File: config.mk
export PLATFORM = sky130hd
export DESIGN_NAME = io_regs
export DESIGN_NICKNAME = d
export VERILOG_FILES = /design/src/common/soc_pkg.sv /design/src/verilog/io_regs.sv
export SDC_FILE = /design/constraint.sdc
export NUM_CORES = 1
export LEC_CHECK = 0
export BUFFER_PORTS_ARGS = -buffer_cell sky130_fd_sc_hd__buf_2
export CAP_MARGIN = 40
export CORE_AREA = 2 2 39 41
export CTS_BUF_LIST = sky130_fd_sc_hd__clkbuf_16
export CTS_CLUSTER_SIZE = 24
export DETAILED_ROUTE_END_ITERATION = 16
export DIE_AREA = 0 0 41 43
export GPL_TIMING_DRIVEN = 0
export PLACE_DENSITY = 0.85
export SLEW_MARGIN = 20
export SYNTH_ARGS = -nofsm -noshare
export SYNTH_HDL_FRONTEND = slang
export SYNTH_SLANG_ARGS = --single-unit
File: constraint.sdc
create_clock -name clk -period 1 [get_ports clk]
set_clock_uncertainty 0.15 [all_clocks]
set_input_delay 0 -clock clk [delete_from_list [all_inputs] [get_ports clk]]
set_output_delay 0 -clock clk [all_outputs]
set_load 0.005 [all_outputs]
File: src/common/soc_pkg.sv
/*
 * Shared definitions for the peripheral fabric
 * Memory map, bus request/response structs, SPI pin group and default sizes
 */
package soc_pkg;

    // Region select, address bits 31..28
    localparam logic [3:0] REGION_RAM = 4'h1;
    localparam logic [3:0] REGION_IO  = 4'h2;

    // I/O pages, address bits 15..12
    localparam logic [3:0] PAGE_DISPLAY = 4'h1;
    localparam logic [3:0] PAGE_KBD     = 4'h5;
    localparam logic [3:0] PAGE_SD      = 4'h6;

    // Keyboard register offsets
    localparam logic [11:0] OFS_STATUS = 12'h000;
    localparam logic [11:0] OFS_CODE   = 12'h004;

    // SD card register offset
    localparam logic [11:0] OFS_SPI = 12'h000;

    // Default sizes
    localparam int DEFAULT_RAM_WORDS    = 4096;
    localparam int DEFAULT_KBD_ADDR_LEN = 5;

    // Master request, held stable until ack
    typedef struct packed {
        logic        sel;
        logic        we;
        logic [31:0] addr;
        logic [31:0] wdata;
        logic [3:0]  mask;
    } bus_req_t;

    // Slave response, rdata valid while ack is high
    typedef struct packed {
        logic        ack;
        logic [31:0] rdata;
    } bus_rsp_t;

    // Bit-banged SPI outputs
    typedef struct packed {
        logic sclk;
        logic csn;
        logic mosi;
    } spi_pins_t;

endpackage

File: src/verilog/io_regs.sv
/*
 * Display register and SD card SPI pin register
 * Both load from the write data bus on their decoder strobe
 */
`timescale 1ns/10ps

module io_regs import soc_pkg::*; (
    input  wire logic        clk,
    input  wire logic        reset_i,
    input  wire logic        display_we_i,
    input  wire logic        sd_we_i,
    input  wire logic [31:0] wdata_i,
    output      logic [7:0]  display_o,
    output      spi_pins_t   sd_pins_o
);

    logic [7:0] display_q;
    spi_pins_t  sd_pins_q;

    always_ff @(posedge clk) begin
        if (reset_i) begin
            display_q <= 8'd0;
        end else if (display_we_i) begin
            display_q <= wdata_i[7:0];
        end
    end

    // Bit 1 is the active-high select seen by software, the pin is active low
    always_ff @(posedge clk) begin
        if (reset_i) begin
            sd_pins_q.sclk <= 1'b0;
            sd_pins_q.csn  <= 1'b1;
            sd_pins_q.mosi <= 1'b0;
        end else if (sd_we_i) begin
            sd_pins_q.sclk <= wdata_i[2];
            sd_pins_q.csn  <= ~wdata_i[1];
            sd_pins_q.mosi <= wdata_i[0];
        end
    end

    assign display_o = display_q;
    assign sd_pins_o = sd_pins_q;

endmodule

==> flow_summary.toml <==
[placed_design]
pre_cts_slack_ns = 0.0895
place.port_buffers = 21
place.gp.congestion = 0.560
dp.cells = 73
dp_hpwl_um = 618

[cts]
clk_pin_slew_ns = 0.04
cts.repair.resized = 0
tritoncts = "yes"
clkLatencyLatePin_ns = 0.23
clk_path_buf_depth = 2
postCtsSetupRepairBufs = 0
cts_root_buffer = "clkbuf_16"
clkSinkCount = 11
htreeDepth = 1
ctsHoldBuffers = 9
cts_inserted_buffers = 3

[worst_setup_path]
crit_path_start_kind = "input port"
crit_fanout = 10
crit_arrival_ns = 0.90
cp-end-kind = "flop"
crit_type = "in2reg"
required_ns = 0.97

[global_route]
grt_pass1_wl_mm = 1.35
antenna_found_initial = 0
track_usage_pct = 11.5
grt_start_max_net_pins = 11
grt_pass1_vias = 359
overflow = 0

[sta]
drv_slew = 0
rsz0062_at_grt = "false"
setup_slack_ns = 0.0693
max_freq_ghz = 1.07
period_needed_ns = 0.931
hold_viol_final = 10
finalSetupViolCount = 0
worst_slew_pin_slew_ns = 0.142
timing.max_slew.rel_slack_pct = 90.3
whs_ns = -0.0764
period_share_pct = 93.1
tns_ns = 0

[layout]
final_common_cell = "buf_2"
layout.nets = 107
fin_cells = 86
area_growth_pct = 75.8
diodes = 0
final_cell_mix = "buf_2, dfxtp_1, mux2i_1, nor2_1, dlygate4sd3_1"
drive_gt1_share_pct = 37.1

[logic_synthesis]
synth-seq-cells = 11
synth-xor-area-share_pct = 0
synth_top_family_by_area = "multiplexers"
synth_cells = 36
yosysWarnings = 0
netlist_area_sq_um = 388
synth_mux_area_share_pct = 25.8
ys_types = 8
seq_area_frac_synth_pct = 56.8
synth_compound_area_share_pct = 1.94
synthAdderAreaFrac_pct = 0
postSynthNetCount = 72
synth-simple-area-share_pct = 12.3
avgSynthCellArea_sq_um = 10.8

[route]
top_layer = "met3"
antenna_left = 0
route.met3.wl_um = 52
first_iter_violations = 1
vias = 364
vias_per_cell = 4.23
route.detailed.drc = 0
firstDrtPassIters = 2
wl_met1_um = 381
wl_met2_um = 484
drt-total-wl_um = 919
wl_per_cell_um = 10.7

[pwr]
total_leakage_power_nw = 0.356
power.density_nw_per_um2 = 1920
max-vdd-ir-drop_v = 0.00122

[job]
cap_violations = 0

[outcome]
status = "finished, violations left"
violations = "negative hold slack"

[die]
core_area_sq_um = 1380
die_h_um = 43
rows = 14
die_width_um = 41
die-area_sq_um = 1760
start_util_pct = 28.0
io_pins = 47

[worst_hold_path]
hold_path.class = "in2reg"
power breakdown:
group / internal (W) / total (W) / switching [W]
clock network: 0.000523 / 0.000695 / 0.000172
logic: 0.0000825 / 0.000137 / 0.0000547
registers: 0.000467 / 0.000478 / 0.0000108
Yosys cell counts (all sizes together):
master | n | area share, %
buf | 2 | 3.2
or2 | 1 | 1.6
nand2 | 1 | 0.97
dfxtp | 11 | 57
a21o | 1 | 1.9
mux2i | 10 | 26
nor2 | 10 | 9.7
per-layer routing:
layer / track usage [%] / up-vias
li1: - / 188
met1: 11.6 / 165
met2: 18.8 / 11
met3: 4.71 / 0
met4: 6.00 / 0
met5: 0 / -
per-stage QoR:
step	hold slack (ns)	area, sq um	total power, W	util [%]
6_report	-0.0764	682	0.00131	49.3
5_1_grt	-0.0542	682	0.00140	49.3
4_1_cts	-0.0799	682	0.00133	49.3
3_5_place_dp	0.0401	513	0.000595	37.1
3_3_place_gp	0.0324	513	0.000590	37.1
2_1_floorplan	-0.0640	388	0.000539	-
flip-flops by register name, summed over array words and instances, names as in the netlist:
| register | flops |
|---|---|
| display_o | 8 |
| sd_pins_o | 3 |
final cells by class:
cell class,count,area (sq um)
flip-flops and latches,11,220
multi-input cells,23,155
well taps,16,20.0
clock inverters,1,3.75
clock buffers,3,75.1
plain buffers,2,12.5
fillers,123,702
repair buffers,30,195
path summary, 6_finish.rpt:
| check | from | endpoint | slack, ns | cells after the start |
|---|---|---|---|---|
| hold reg to reg | display_o[3]$_SDFFE_PP0P_ | display_o[3]$_SDFFE_PP0P_ | 0.34 | 2 |
| setup reg to reg | sd_pins_o[1]$_SDFFE_PP1P_ | sd_pins_o[1]$_SDFFE_PP1P_ | 0.09 | 2 |
| setup / recovery | reset_i | display_o[6]$_SDFFE_PP0P_ | 0.07 | 4 |
| hold / removal | sd_we_i | sd_pins_o[1]$_SDFFE_PP1P_ | -0.08 | 3 |
logic make-up (layout without fill, tap and decap cells):
family,after synthesis,count (layout)
and+or+nand+nor,12,12
DFF,11,11
muxes,10,10
buffers and inverters,2,36
AOI/OAI and AO/OA,1,1
worst max-delay path, cell delays in order:
cell,delay [ns]
dlygate4sd3_1,0.52
buf_2,0.10
buf_2,0.20
nor2_1,0.07
Note: power is estimated with default switching activity, not from simulation.
