$ cat src/common/soc_pkg.sv
/*
 * Shared definitions for the peripheral fabric
 * Memory map, bus request/response structs, SPI pin group and default sizes
 */
package soc_pkg;

    // Region select, address bits 31..28
    localparam logic [3:0] REGION_RAM = 4'h1;
    localparam logic [3:0] REGION_IO  = 4'h2;

    // I/O pages, address bits 15..12
    localparam logic [3:0] PAGE_DISPLAY = 4'h1;
    localparam logic [3:0] PAGE_KBD     = 4'h5;
    localparam logic [3:0] PAGE_SD      = 4'h6;

    // Keyboard register offsets
    localparam logic [11:0] OFS_STATUS = 12'h000;
    localparam logic [11:0] OFS_CODE   = 12'h004;

    // SD card register offset
    localparam logic [11:0] OFS_SPI = 12'h000;

    // Default sizes
    localparam int DEFAULT_RAM_WORDS    = 4096;
    localparam int DEFAULT_KBD_ADDR_LEN = 5;

    // Master request, held stable until ack
    typedef struct packed {
        logic        sel;
        logic        we;
        logic [31:0] addr;
        logic [31:0] wdata;
        logic [3:0]  mask;
    } bus_req_t;

    // Slave response, rdata valid while ack is high
    typedef struct packed {
        logic        ack;
        logic [31:0] rdata;
    } bus_rsp_t;

    // Bit-banged SPI outputs
    typedef struct packed {
        logic sclk;
        logic csn;
        logic mosi;
    } spi_pins_t;

endpackage

$ cat src/keyboard/kbd_fifo.sv
/*
 * Synchronous circular FIFO with empty and full flags
 * Enqueue ignored when full, dequeue ignored when empty
 */
`timescale 1ns/10ps

module kbd_fifo import soc_pkg::*; #(
    parameter int ADDR_LEN = DEFAULT_KBD_ADDR_LEN,
    parameter int WIDTH    = 8
) (
    input  wire logic             clk,
    input  wire logic             reset_i,
    input  wire logic [WIDTH-1:0] d_i,
    input  wire logic             enq_i,
    output      logic             full_o,
    output      logic [WIDTH-1:0] q_o,
    input  wire logic             deq_i,
    output      logic             empty_o
);

    localparam int DEPTH = 2 ** ADDR_LEN;

    logic [WIDTH-1:0]    mem [DEPTH];
    logic [ADDR_LEN-1:0] wr_ptr;
    logic [ADDR_LEN-1:0] rd_ptr;
    logic [ADDR_LEN:0]   count;
    logic                do_enq;
    logic                do_deq;

    assign empty_o = count == '0;
    assign full_o  = count == (ADDR_LEN+1)'(DEPTH);
    assign do_enq  = enq_i && !full_o;
    assign do_deq  = deq_i && !empty_o;

    always_ff @(posedge clk) begin
        if (reset_i) begin
            wr_ptr <= '0;
            rd_ptr <= '0;
            count  <= '0;
        end else begin
            if (do_enq)
                wr_ptr <= wr_ptr + 1'b1;
            if (do_deq)
                rd_ptr <= rd_ptr + 1'b1;
            // Count unchanged on a simultaneous push and pop
            if (do_enq && !do_deq)
                count <= count + 1'b1;
            else if (do_deq && !do_enq)
                count <= count - 1'b1;
        end
    end

    always_ff @(posedge clk) begin
        if (do_enq)
            mem[wr_ptr] <= d_i;
    end

    assign q_o = mem[rd_ptr];

endmodule

$ cat src/keyboard/kbd_port.sv
/*
 * PS/2 keyboard code port
 * Queues strobed codes and pops one into the held code register per request
 */
`timescale 1ns/10ps

module kbd_port import soc_pkg::*; #(
    parameter int KBD_ADDR_LEN = DEFAULT_KBD_ADDR_LEN
) (
    input  wire logic       clk,
    input  wire logic       reset_i,
    input  wire logic [7:0] code_i,
    input  wire logic       strobe_i,
    input  wire logic       deq_req_i,
    output      logic       not_empty_o,
    output      logic [7:0] code_o
);

    logic       enq;
    logic       deq_q;
    logic       fifo_full;
    logic       fifo_empty;
    logic [7:0] fifo_q;
    logic [7:0] code_q;

    // Codes arriving while full are dropped
    assign enq = strobe_i && !fifo_full;

    kbd_fifo #(
        .ADDR_LEN(KBD_ADDR_LEN),
        .WIDTH   (8)
    ) kbd_fifo_i (
        .clk    (clk),
        .reset_i(reset_i),
        .d_i    (code_i),
        .enq_i  (enq),
        .full_o (fifo_full),
        .q_o    (fifo_q),
        .deq_i  (deq_q),
        .empty_o(fifo_empty)
    );

    // Each request makes a one-cycle pop that captures the head
    always_ff @(posedge clk) begin
        if (reset_i) begin
            deq_q  <= 1'b0;
            code_q <= 8'd0;
        end else begin
            deq_q <= deq_req_i && !fifo_empty && !deq_q;
            if (deq_q)
                code_q <= fifo_q;
        end
    end

    assign not_empty_o = !fifo_empty;
    assign code_o      = code_q;

endmodule

$ cat config.mk
export PLATFORM = sky130hd
export DESIGN_NAME = kbd_port
export DESIGN_NICKNAME = d
export VERILOG_FILES = /design/src/common/soc_pkg.sv /design/src/keyboard/kbd_fifo.sv /design/src/keyboard/kbd_port.sv
export SDC_FILE = /design/constraint.sdc
export NUM_CORES = 1
export LEC_CHECK = 0
export BUFFER_PORTS_ARGS = -buffer_cell sky130_fd_sc_hd__buf_2
export CAP_MARGIN = 20
export CORE_UTILIZATION = 63
export CTS_CLUSTER_DIAMETER = 50
export DETAILED_ROUTE_END_ITERATION = 12
export GPL_TIMING_DRIVEN = 1
export MAX_ROUTING_LAYER = met4
export PLACE_DENSITY = 0.83
export SETUP_SLACK_MARGIN = 0.1
export SYNTH_ARGS = -nofsm -noshare
export SYNTH_HDL_FRONTEND = slang
export SYNTH_SLANG_ARGS = --single-unit
$ cat constraint.sdc
create_clock -name clk -period 4.3 [get_ports clk]
set_input_delay 1.075 -clock clk [delete_from_list [all_inputs] [get_ports clk]]
set_output_delay 1.075 -clock clk [all_outputs]
set_load 0.1 [all_outputs]
==> impl_results.md <==
- Die Height: between 100 and 150 um
- Cell variety after synth: 48
- Post-route ant nets: 0
- CTS H-tree depth: 1
- Vias per cell: 6.57
- Pin count of the biggest net entering global routing: 34
- Fin crit period: 3.19 ns
- Register area share after synthesis: 71.7%
- Post-synth EDFFs: 256
- Setup TNS: 0 ns
- WHS Path Cells: 2
- Worst Tran Pin Value: 0.991 ns
- Crit path launch type: flop
- Max cap viols: 0
- Initial cell density of the core: 65.4%
- Hold Crit Class: flop to flop
- Outcome: completed
- Max clock buf depth: 3
- Total CTS buffers: 27
- FFs w/ async S/R, synth: 0%
- Post-synthesis instance area: 11400 sq um
- RSZ-0062 raised after global routing: false
- Clk slew on worst S/H paths: 0.06 ns
- Initial DRC Count: 577
- Worst-Skew Late Latency: 0.53 ns
- Vias: 6095
- Post-CTS Resized: 0
- Crit end category: output pin
- Critical path class: flop to output pin
- Residual DRC: 0
- Worst EP required: ~3.2 ns
- IO Pins: 21
- Clock sinks: 281
- Dominant cell type by area after synthesis: edfxtp_1
- Share of cells above drive strength 1: approximately 18%
- Mapped Nets: 689
- GRT Total Usage: between 20 and 30%
- DR WL/cell: roughly 25 um
- Final core utilization: 71.5%
- Hpwl dp: approximately 15000 um
- Worst reg2reg setup slack: 1.14 ns
- Root buffer cell: clkbuf_16
- CTS tree: built
- Row count: 48
- Area Growth Syn to Fin: 9.37%
- Setup violations, final: 0
- Post-synth top area share: 67.3%
- Die area: 18700 sq um
- Worst reg2reg path endpoint: kbd_fifo_i.count[5]
- Initial antenna violation count: 0
- Final hold violation count: 0
- VDD IR max: 0.462 mV
- Number of buffers added for setup after CTS: 0
- Top-count cell post-synth: edfxtp_1
- Hold path startpoint: kbd_fifo_i.count[2]
- Diodes inserted: 0
- Routed WL: ~23000 um
- Post-Syn Instances: 666
- Nets@finish: 706
- Max-slew headroom: around a third
- First-pass GRT wire length: 35600 um
- Synth area leaders: edfxtp_1 (67%), mux2i_1 (6.8%), mux4_2 (6.7%)
- GRT overflow: 0
- Die W: 137 um
- Fmax: 0.313 GHz
- Vias in the first global route: 6015
- Overall power: 6.53 mW
- Crit Path Max Fanout: 4
- Post-CTS Hold Buffers: 0
- Core Region: 17500 sq um
- I/O Buffers: 20
- Synth top cells by count: edfxtp_1 (256), nor2_1 (80), mux2i_1 (78)
- GPL Wtd Cong: around 0.83
- Worst Hold End: kbd_fifo_i.count[2]
- Critical path arrival: 2.12 ns
- Fin crit share: 74.2%
- PD cells: 522 nW/um^2
- Number of synthesized register bits: roughly 280
- Slew Limit Fails: 0
- Dominant synthesized flop cell: edfxtp_1
- Mean post-synth cell area: 17.2 sq um
- Clock Skew: 0.0126 ns
- Drt pass-1 iters: 5
- R2R Path Start: kbd_fifo_i.count[1]
- Synth warn: 0
- Cells on worst reg2reg path: 10
- P_leak: 3.82 nW
## critical path, cell delays in order, from the launching register on
cell	delay [ns]
dfxtp_1	0.35
or4_4	0.59
or3_1	0.35
buf_2	0.30
## layout make-up
type	instances	area [sq um]
multi-input combinational	343	3020
clock inverter	17	143
tap	225	282
fill	1025	4980
timing repair buffer	25	138
clock buffer	32	704
inverter	5	18.8
sequential	281	8190
## flip-flops by register name, summed over array words and instances, names as in the netlist
| signal | count |
|---|---|
| kbd_fifo_i.mem | 256 |
| code_o | 8 |
| kbd_fifo_i.count | 6 |
| kbd_fifo_i.rd_ptr | 5 |
| kbd_fifo_i.wr_ptr | 5 |
| deq_q | 1 |
## layout by cell type (no fill, tap or decap), drive strengths merged, types with 2 or more instances in the layout
cell and count:
or3 4, nand4 2, a21o 2, or4 2
nand2 29, edfxtp 256, mux2i 78, clkbuf 32
bufinv 2, nand3b 4, mux4 34, buf 25
xor2 5, nor2b 3, a2111oi 14, o21ai 9
nor4 9, o22ai 16, a211oi 2, clkinvlp 2
a21oi 11, xnor2 6, nor2 81, inv 7
or3b 2, ha 10, dfxtp 25, o211ai 6
nand3 3, clkinv 11
## stage by stage
step | instances | setup slack (ns) | area (sq um) | hold slack, ns
2_1_floorplan | 666 | 1.27 | 11400 | 0.489
3_3_place_gp | 879 | 0.970 | 11600 | 0.521
3_5_place_dp | 879 | 0.871 | 11600 | 0.526
4_1_cts | 928 | 1.09 | 12500 | 0.541
5_1_grt | 928 | 0.925 | 12500 | 0.579
6_report | 928 | 1.11 | 12500 | 0.544
## worst max path at each step
stage | cells past startpoint | end | from
floorplan | 10 | kbd_fifo_i.count[5] | strobe_i
global placement | 10 | kbd_fifo_i.count[5] | strobe_i
detailed placement | 10 | kbd_fifo_i.count[5] | strobe_i
CTS | 3 | not_empty_o | kbd_fifo_i.count[1]
global route | 10 | kbd_fifo_i.count[5] | kbd_fifo_i.count[1]
finish | 3 | not_empty_o | kbd_fifo_i.count[1]
## per-layer routing
metal / vias to the layer above / share of wire (%) / track usage, %
li1: 2650 / - / -
met1: 3046 / 39 / 37.3
met2: 332 / 49 / 43.3
met3: 67 / 9.1 / 4.41
met4: 0 / 2.8 / 8.46
met5: - / 0 / -
## power by group
group	leakage (nW)	internal [mW]	switching [mW]	total (mW)
clock	0.413	1.29	0.966	2.26
sequential	2.51	3.06	0.120	3.18
combinational	0.895	0.425	0.663	1.09
## cell families after synthesis
logic type	share of synthesized area [%]
AO/OA/AOI/OAI	5.00
XOR/XNOR	0.843
adder cells (fa/ha/maj)	1.27
buffers and inverters	1.93
flip-flops	71.7
multiplexers	13.5
AND/OR/NAND/NOR	5.75
(Power assumes the default switching activity.)
