===== config.mk =====
export PLATFORM = sky130hd
export DESIGN_NAME = bus_decoder
export DESIGN_NICKNAME = d
export VERILOG_FILES = /design/src/common/soc_pkg.sv /design/src/bus/bus_decoder.sv
export SDC_FILE = /design/constraint.sdc
export NUM_CORES = 1
export LEC_CHECK = 0
export BUFFER_PORTS_ARGS = -buffer_cell sky130_fd_sc_hd__buf_2
export CORE_ASPECT_RATIO = 0.9
export CORE_MARGIN = 3
export CORE_UTILIZATION = 29
export CTS_CLUSTER_SIZE = 25
export DETAILED_ROUTE_END_ITERATION = 8
export HOLD_SLACK_MARGIN = 0.05
export PLACE_DENSITY_LB_ADDON = 0.12
export SLEW_MARGIN = 0
export SYNTH_ARGS = -nofsm -noshare
export SYNTH_HDL_FRONTEND = slang
export SYNTH_SLANG_ARGS = --single-unit

===== constraint.sdc =====
create_clock -name clk -period 1.8 [get_ports clk]
set_clock_uncertainty 0.2 [all_clocks]
set_input_delay 0.09 -clock clk [delete_from_list [all_inputs] [get_ports clk]]
set_output_delay 0.09 -clock clk [all_outputs]
set_load 0.05 [all_outputs]

===== src/common/soc_pkg.sv =====
/*
 * Shared definitions for the peripheral fabric
 * Memory map, bus request/response structs, SPI pin group and default sizes
 */
package soc_pkg;

    // Region select, address bits 31..28
    localparam logic [3:0] REGION_RAM = 4'h1;
    localparam logic [3:0] REGION_IO  = 4'h2;

    // I/O pages, address bits 15..12
    localparam logic [3:0] PAGE_DISPLAY = 4'h1;
    localparam logic [3:0] PAGE_KBD     = 4'h5;
    localparam logic [3:0] PAGE_SD      = 4'h6;

    // Keyboard register offsets
    localparam logic [11:0] OFS_STATUS = 12'h000;
    localparam logic [11:0] OFS_CODE   = 12'h004;

    // SD card register offset
    localparam logic [11:0] OFS_SPI = 12'h000;

    // Default sizes
    localparam int DEFAULT_RAM_WORDS    = 4096;
    localparam int DEFAULT_KBD_ADDR_LEN = 5;

    // Master request, held stable until ack
    typedef struct packed {
        logic        sel;
        logic        we;
        logic [31:0] addr;
        logic [31:0] wdata;
        logic [3:0]  mask;
    } bus_req_t;

    // Slave response, rdata valid while ack is high
    typedef struct packed {
        logic        ack;
        logic [31:0] rdata;
    } bus_rsp_t;

    // Bit-banged SPI outputs
    typedef struct packed {
        logic sclk;
        logic csn;
        logic mosi;
    } spi_pins_t;

endpackage


===== src/bus/bus_decoder.sv =====
/*
 * Bus decoder for RAM and I/O regions
 * Device ack, one-cycle write strobes and the I/O read-data mux
 */
`timescale 1ns/10ps

module bus_decoder import soc_pkg::*; (
    input  wire logic       clk,
    input  wire logic       reset_i,
    input  wire bus_req_t   bus_req_i,
    output      bus_rsp_t   io_rsp_o,
    output      logic       ram_sel_o,
    output      logic       display_we_o,
    output      logic       sd_we_o,
    output      logic       kbd_deq_req_o,
    input  wire logic       kbd_not_empty_i,
    input  wire logic [7:0] kbd_code_i,
    input  wire logic       sd_miso_i
);

    logic        is_ram;
    logic        is_io;
    logic [3:0]  page;
    logic [11:0] offset;
    logic        wr_cycle;
    logic        ack_q;
    logic [31:0] rdata_d;
    logic [31:0] rdata_q;

    assign is_ram = bus_req_i.addr[31:28] == REGION_RAM;
    assign is_io  = bus_req_i.addr[31:28] == REGION_IO;
    assign page   = bus_req_i.addr[15:12];
    assign offset = bus_req_i.addr[11:0];

    assign ram_sel_o = bus_req_i.sel && is_ram;

    // First cycle of an I/O write; the ack cycle is excluded
    assign wr_cycle = bus_req_i.sel && bus_req_i.we && is_io && !ack_q;

    assign display_we_o  = wr_cycle && (page == PAGE_DISPLAY);
    assign sd_we_o       = wr_cycle && (page == PAGE_SD) && (offset == OFS_SPI);
    assign kbd_deq_req_o = wr_cycle && (page == PAGE_KBD) && (offset == OFS_STATUS);

    always_comb begin
        rdata_d = 32'd0;
        if (is_io) begin
            case (page)
                PAGE_KBD: begin
                    if (offset == OFS_STATUS)
                        rdata_d = {31'd0, kbd_not_empty_i};
                    else if (offset == OFS_CODE)
                        rdata_d = {24'd0, kbd_code_i};
                end
                PAGE_SD: begin
                    if (offset == OFS_SPI)
                        rdata_d = {31'd0, sd_miso_i};
                end
                default: rdata_d = 32'd0;
            endcase
        end
    end

    // Everything outside RAM is answered here, mapped or not
    always_ff @(posedge clk) begin
        if (reset_i) begin
            ack_q <= 1'b0;
        end else begin
            ack_q <= bus_req_i.sel && !is_ram && !ack_q;
        end
    end

    always_ff @(posedge clk) begin
        if (bus_req_i.sel && !ack_q)
            rdata_q <= bus_req_i.we ? 32'd0 : rdata_d;
    end

    assign io_rsp_o.ack   = ack_q;
    assign io_rsp_o.rdata = rdata_q;

endmodule


==> results.tsv <==
stage	metric	value	unit
outcome	run status	complete, no violations	
global_routing	initial antenna violation count	0	
place	Placed Cells incl. Taps	139	
timing	Fmax achieved	581	MHz
clock_network	CTS sink count	9	
timing	Final Hold Fails	0	
final_layout	layout cell share with drive strength beyond 1	53.6	%
final_layout	Design Area, Final	1130	µm²
worst_setup_path	CP max stage delay	0.33	ns
worst_setup_path	Critical Path Start	ack_q	
synthesis	Ys Warns	0	
worst_setup_path	worst reg2reg startpoint	ack_q	
worst_setup_path	Crit. End Element	primary output	
timing	setup violators final	0	
worst_setup_path	FF-to-FF End	ack_q	
place	Routability Congestion	0.710	
synthesis	synthesized area per cell	12.2	µm²
worst_setup_path	worst-case reg-to-reg path depth	4	
routing	DR vias/cell	4.23	
timing	final worst path period need	1.72	ns
routing	total number of vias	647	
clock_network	CTS Hold Bufs	10	
final_layout	Antenna diodes	0	
clock_network	H-Tree Depth	1	
clock_network	Reg clk slew, reported paths	0.06	ns
worst_setup_path	WP data required	1.51	ns
hold_path	WHS Path Cells	3	
routing	Wirelength per Cell	11.2	µm
synthesis	FF+latch count, synth	9	
global_routing	number of global-route vias before repair	574	
timing	number of max-slew violations in the final report	0	
final_layout	Layout Nets	208	
floorplan	Core Box Area	2550	µm²
worst_setup_path	Critical Path Fanout Max	2	
clock_network	post-cts sizing count	0	
synthesis	Yosys cell types	23	
worst_setup_path	cell family with most CP delay	simple AND/OR/NAND/NOR gates	
clock_network	CTS tree	done	
timing	RSZ-0062 raised after global routing	no	
clock_network	Worst-Skew Late Latency	0.25	ns
timing	post-route worst setup slack	0.0790	ns
place	dpl ws	0.199	ns
worst_setup_path	critical path's slowest cell	dfxtp_1	
flow_run	max cap viols	0	
worst_setup_path	Worst R2R Setup Slack	0.16	ns
floorplan	Die X	61.4	µm
hold_path	worst hold path class	input port to register	
place	Post-Place Cell Area	1000	µm²
floorplan	Die Y	55.9	µm
final_layout	area grow syn2layout	40.7	%
place	HPWL after detailed placement	1390	µm
clock_network	total setup buffers inserted after CTS	0	
worst_setup_path	Worst Path Buf+Inv	1	
clock_network	clock buffer count from CTS	3	
synthesis	sequential share of the synthesized area	32.4	%
floorplan	Starting Density	31.4	%
synthesis	synthesized area	802	µm²
synthesis	Syn Inst Count	66	
global_routing	global-route wire length before repair	2400	µm
power	Pleak	0.524	nW
floorplan	I/O Pins	119	
routing	Total Wirelength	1720	µm
routing	initial DRC count	5	
timing	setup TNS	0	ns
timing	period utilisation layout	95.6	%
global_routing	largest net degree at the start of global routing	11	
global_routing	total congestion overflow	0	
worst_setup_path	CP Launch Type	register	
worst_setup_path	Critical Path AT	1.43	ns
worst_setup_path	WS Path Type	register to primary output	
clock_network	CTS max path bufs	2	
worst_setup_path	crit path cell chain	nor2b_4, nand2_1, nor4b_4, buf_2	
routing	first-pass iteration count of the detailed router	2	
place	# port buffers	46	
clock_network	Root Driver	clkbuf_4	
routing	DR DRC count	0	
hold_path	Hold Path End	rdata_q[0]	
floorplan	Die ar.	3430	µm²
hold_path	worst hold start	bus_req_i[38]	
final_layout	# fillers	252	
routing	antenna-violating nets left	0	
final_layout	Layout Cells excl Fill	153	
floorplan	Site Rows	17	
power	Peak VDD IR	185	µV
global_routing	GRT Util Overall	9.26	%
power	pwr/cell area	570	nW/µm²
==> state kept, by name, summed over array words and instances, names as in the netlist <==
register and cells:
ack_q 1, rdata_q 8
==> worst max path at each step <==
stage | endpoint | cells after the start
after floorplan | kbd_deq_req_o | 3
after global placement | sd_we_o | 5
after detailed placement | kbd_deq_req_o | 5
after CTS | kbd_deq_req_o | 4
after global routing | kbd_deq_req_o | 4
final | kbd_deq_req_o | 4
==> layer usage <==
metal,vias up,track usage [%],share of wire (%)
met3,2,3.25,14
met4,0,4.55,0.12
met5,-,0,0
met1,280,11.1,41
li1,319,-,-
met2,46,14.4,44
==> Yosys cell counts (all sizes together) <==
| cell | count | area (µm²) |
|---|---|---|
| conb | 1 | 3.75 |
| buf | 25 | 188 |
| clkbuf | 1 | 3.75 |
| o21ai | 1 | 5.00 |
| nand3 | 1 | 5.00 |
| nor4b | 11 | 161 |
| edfxtp | 8 | 240 |
| nand2 | 2 | 7.51 |
| and3b | 2 | 17.5 |
| or4bb | 1 | 11.3 |
| a211oi | 1 | 7.51 |
| nor3b | 2 | 15.0 |
| and4 | 1 | 10.0 |
| nor2b | 1 | 6.26 |
| nand4 | 1 | 21.3 |
| dfxtp | 1 | 20.0 |
| and4bb | 1 | 12.5 |
| nor3 | 1 | 5.00 |
| nor4 | 3 | 55.1 |
| and2 | 1 | 6.26 |
==> final cells by class <==
type / count / area (µm²) / area share [%]
Multi-Input combinational cell: 54 / 462 / 40.9
Clock buffer: 4 / 26.3 / 2.33
Sequential cell: 9 / 260 / 23.1
Timing Repair Buffer: 58 / 345 / 30.6
Tap cell: 28 / 35.0 / 3.10
==> where the power goes <==
part	internal, W	switching [W]	total, W
clock	0.0000851	0.0000652	0.000150
sequential	0.000236	0.00000287	0.000239
combinational	0.0000640	0.000190	0.000254
==> logic make-up after synthesis <==
group,share of synthesized area [%]
AO/OA/AOI/OAI,1.56
buffers and inverters,23.9
flip-flops,32.4
other,0.468
AND/OR/NAND/NOR,41.7
==> worst reg2reg max path, cell delays in order, from the launching register on <==
cell and delay [ns]:
dfxtp_1 0.33, nor2b_4 0.12, buf_4 0.18, nor3b_1 0.19, dlygate4sd3_1 0.56
==> layout by cell type, fill, tap and decap left out <==
cell type       n
buf_2          46
conb_1         24
dlygate4sd3_1  10
edfxtp_1        8
nor4b_2         7
nor4_4          3
clkbuf_4        3
nor4b_4         2
nand2_1         2
nor4b_1         2
and3b_1         2
nor3b_1         2
buf_4           2
nor3_1          1
nand4_4         1
nor2b_4         1
or4bb_1         1
and4bb_2        1
and2_1          1
and4_2          1
o21ai_0         1
nand3_1         1
a211oi_1        1
dfxtp_1         1
clkbuf_1        1
==> stage by stage <==
| step | hold WS, ns | util (%) | total power [W] |
|---|---|---|---|
| final | 0.0945 | 44.2 | 0.000643 |
| after global routing | 0.102 | 44.2 | 0.000675 |
| after CTS | 0.0855 | 44.2 | 0.000653 |
| after detailed placement | 0.0609 | 39.3 | 0.000480 |
| after global placement | 0.0550 | 39.3 | 0.000479 |
| after floorplan | -0.0339 | - | 0.000460 |
No activity file was read; power rests on OpenSTA's default activity.
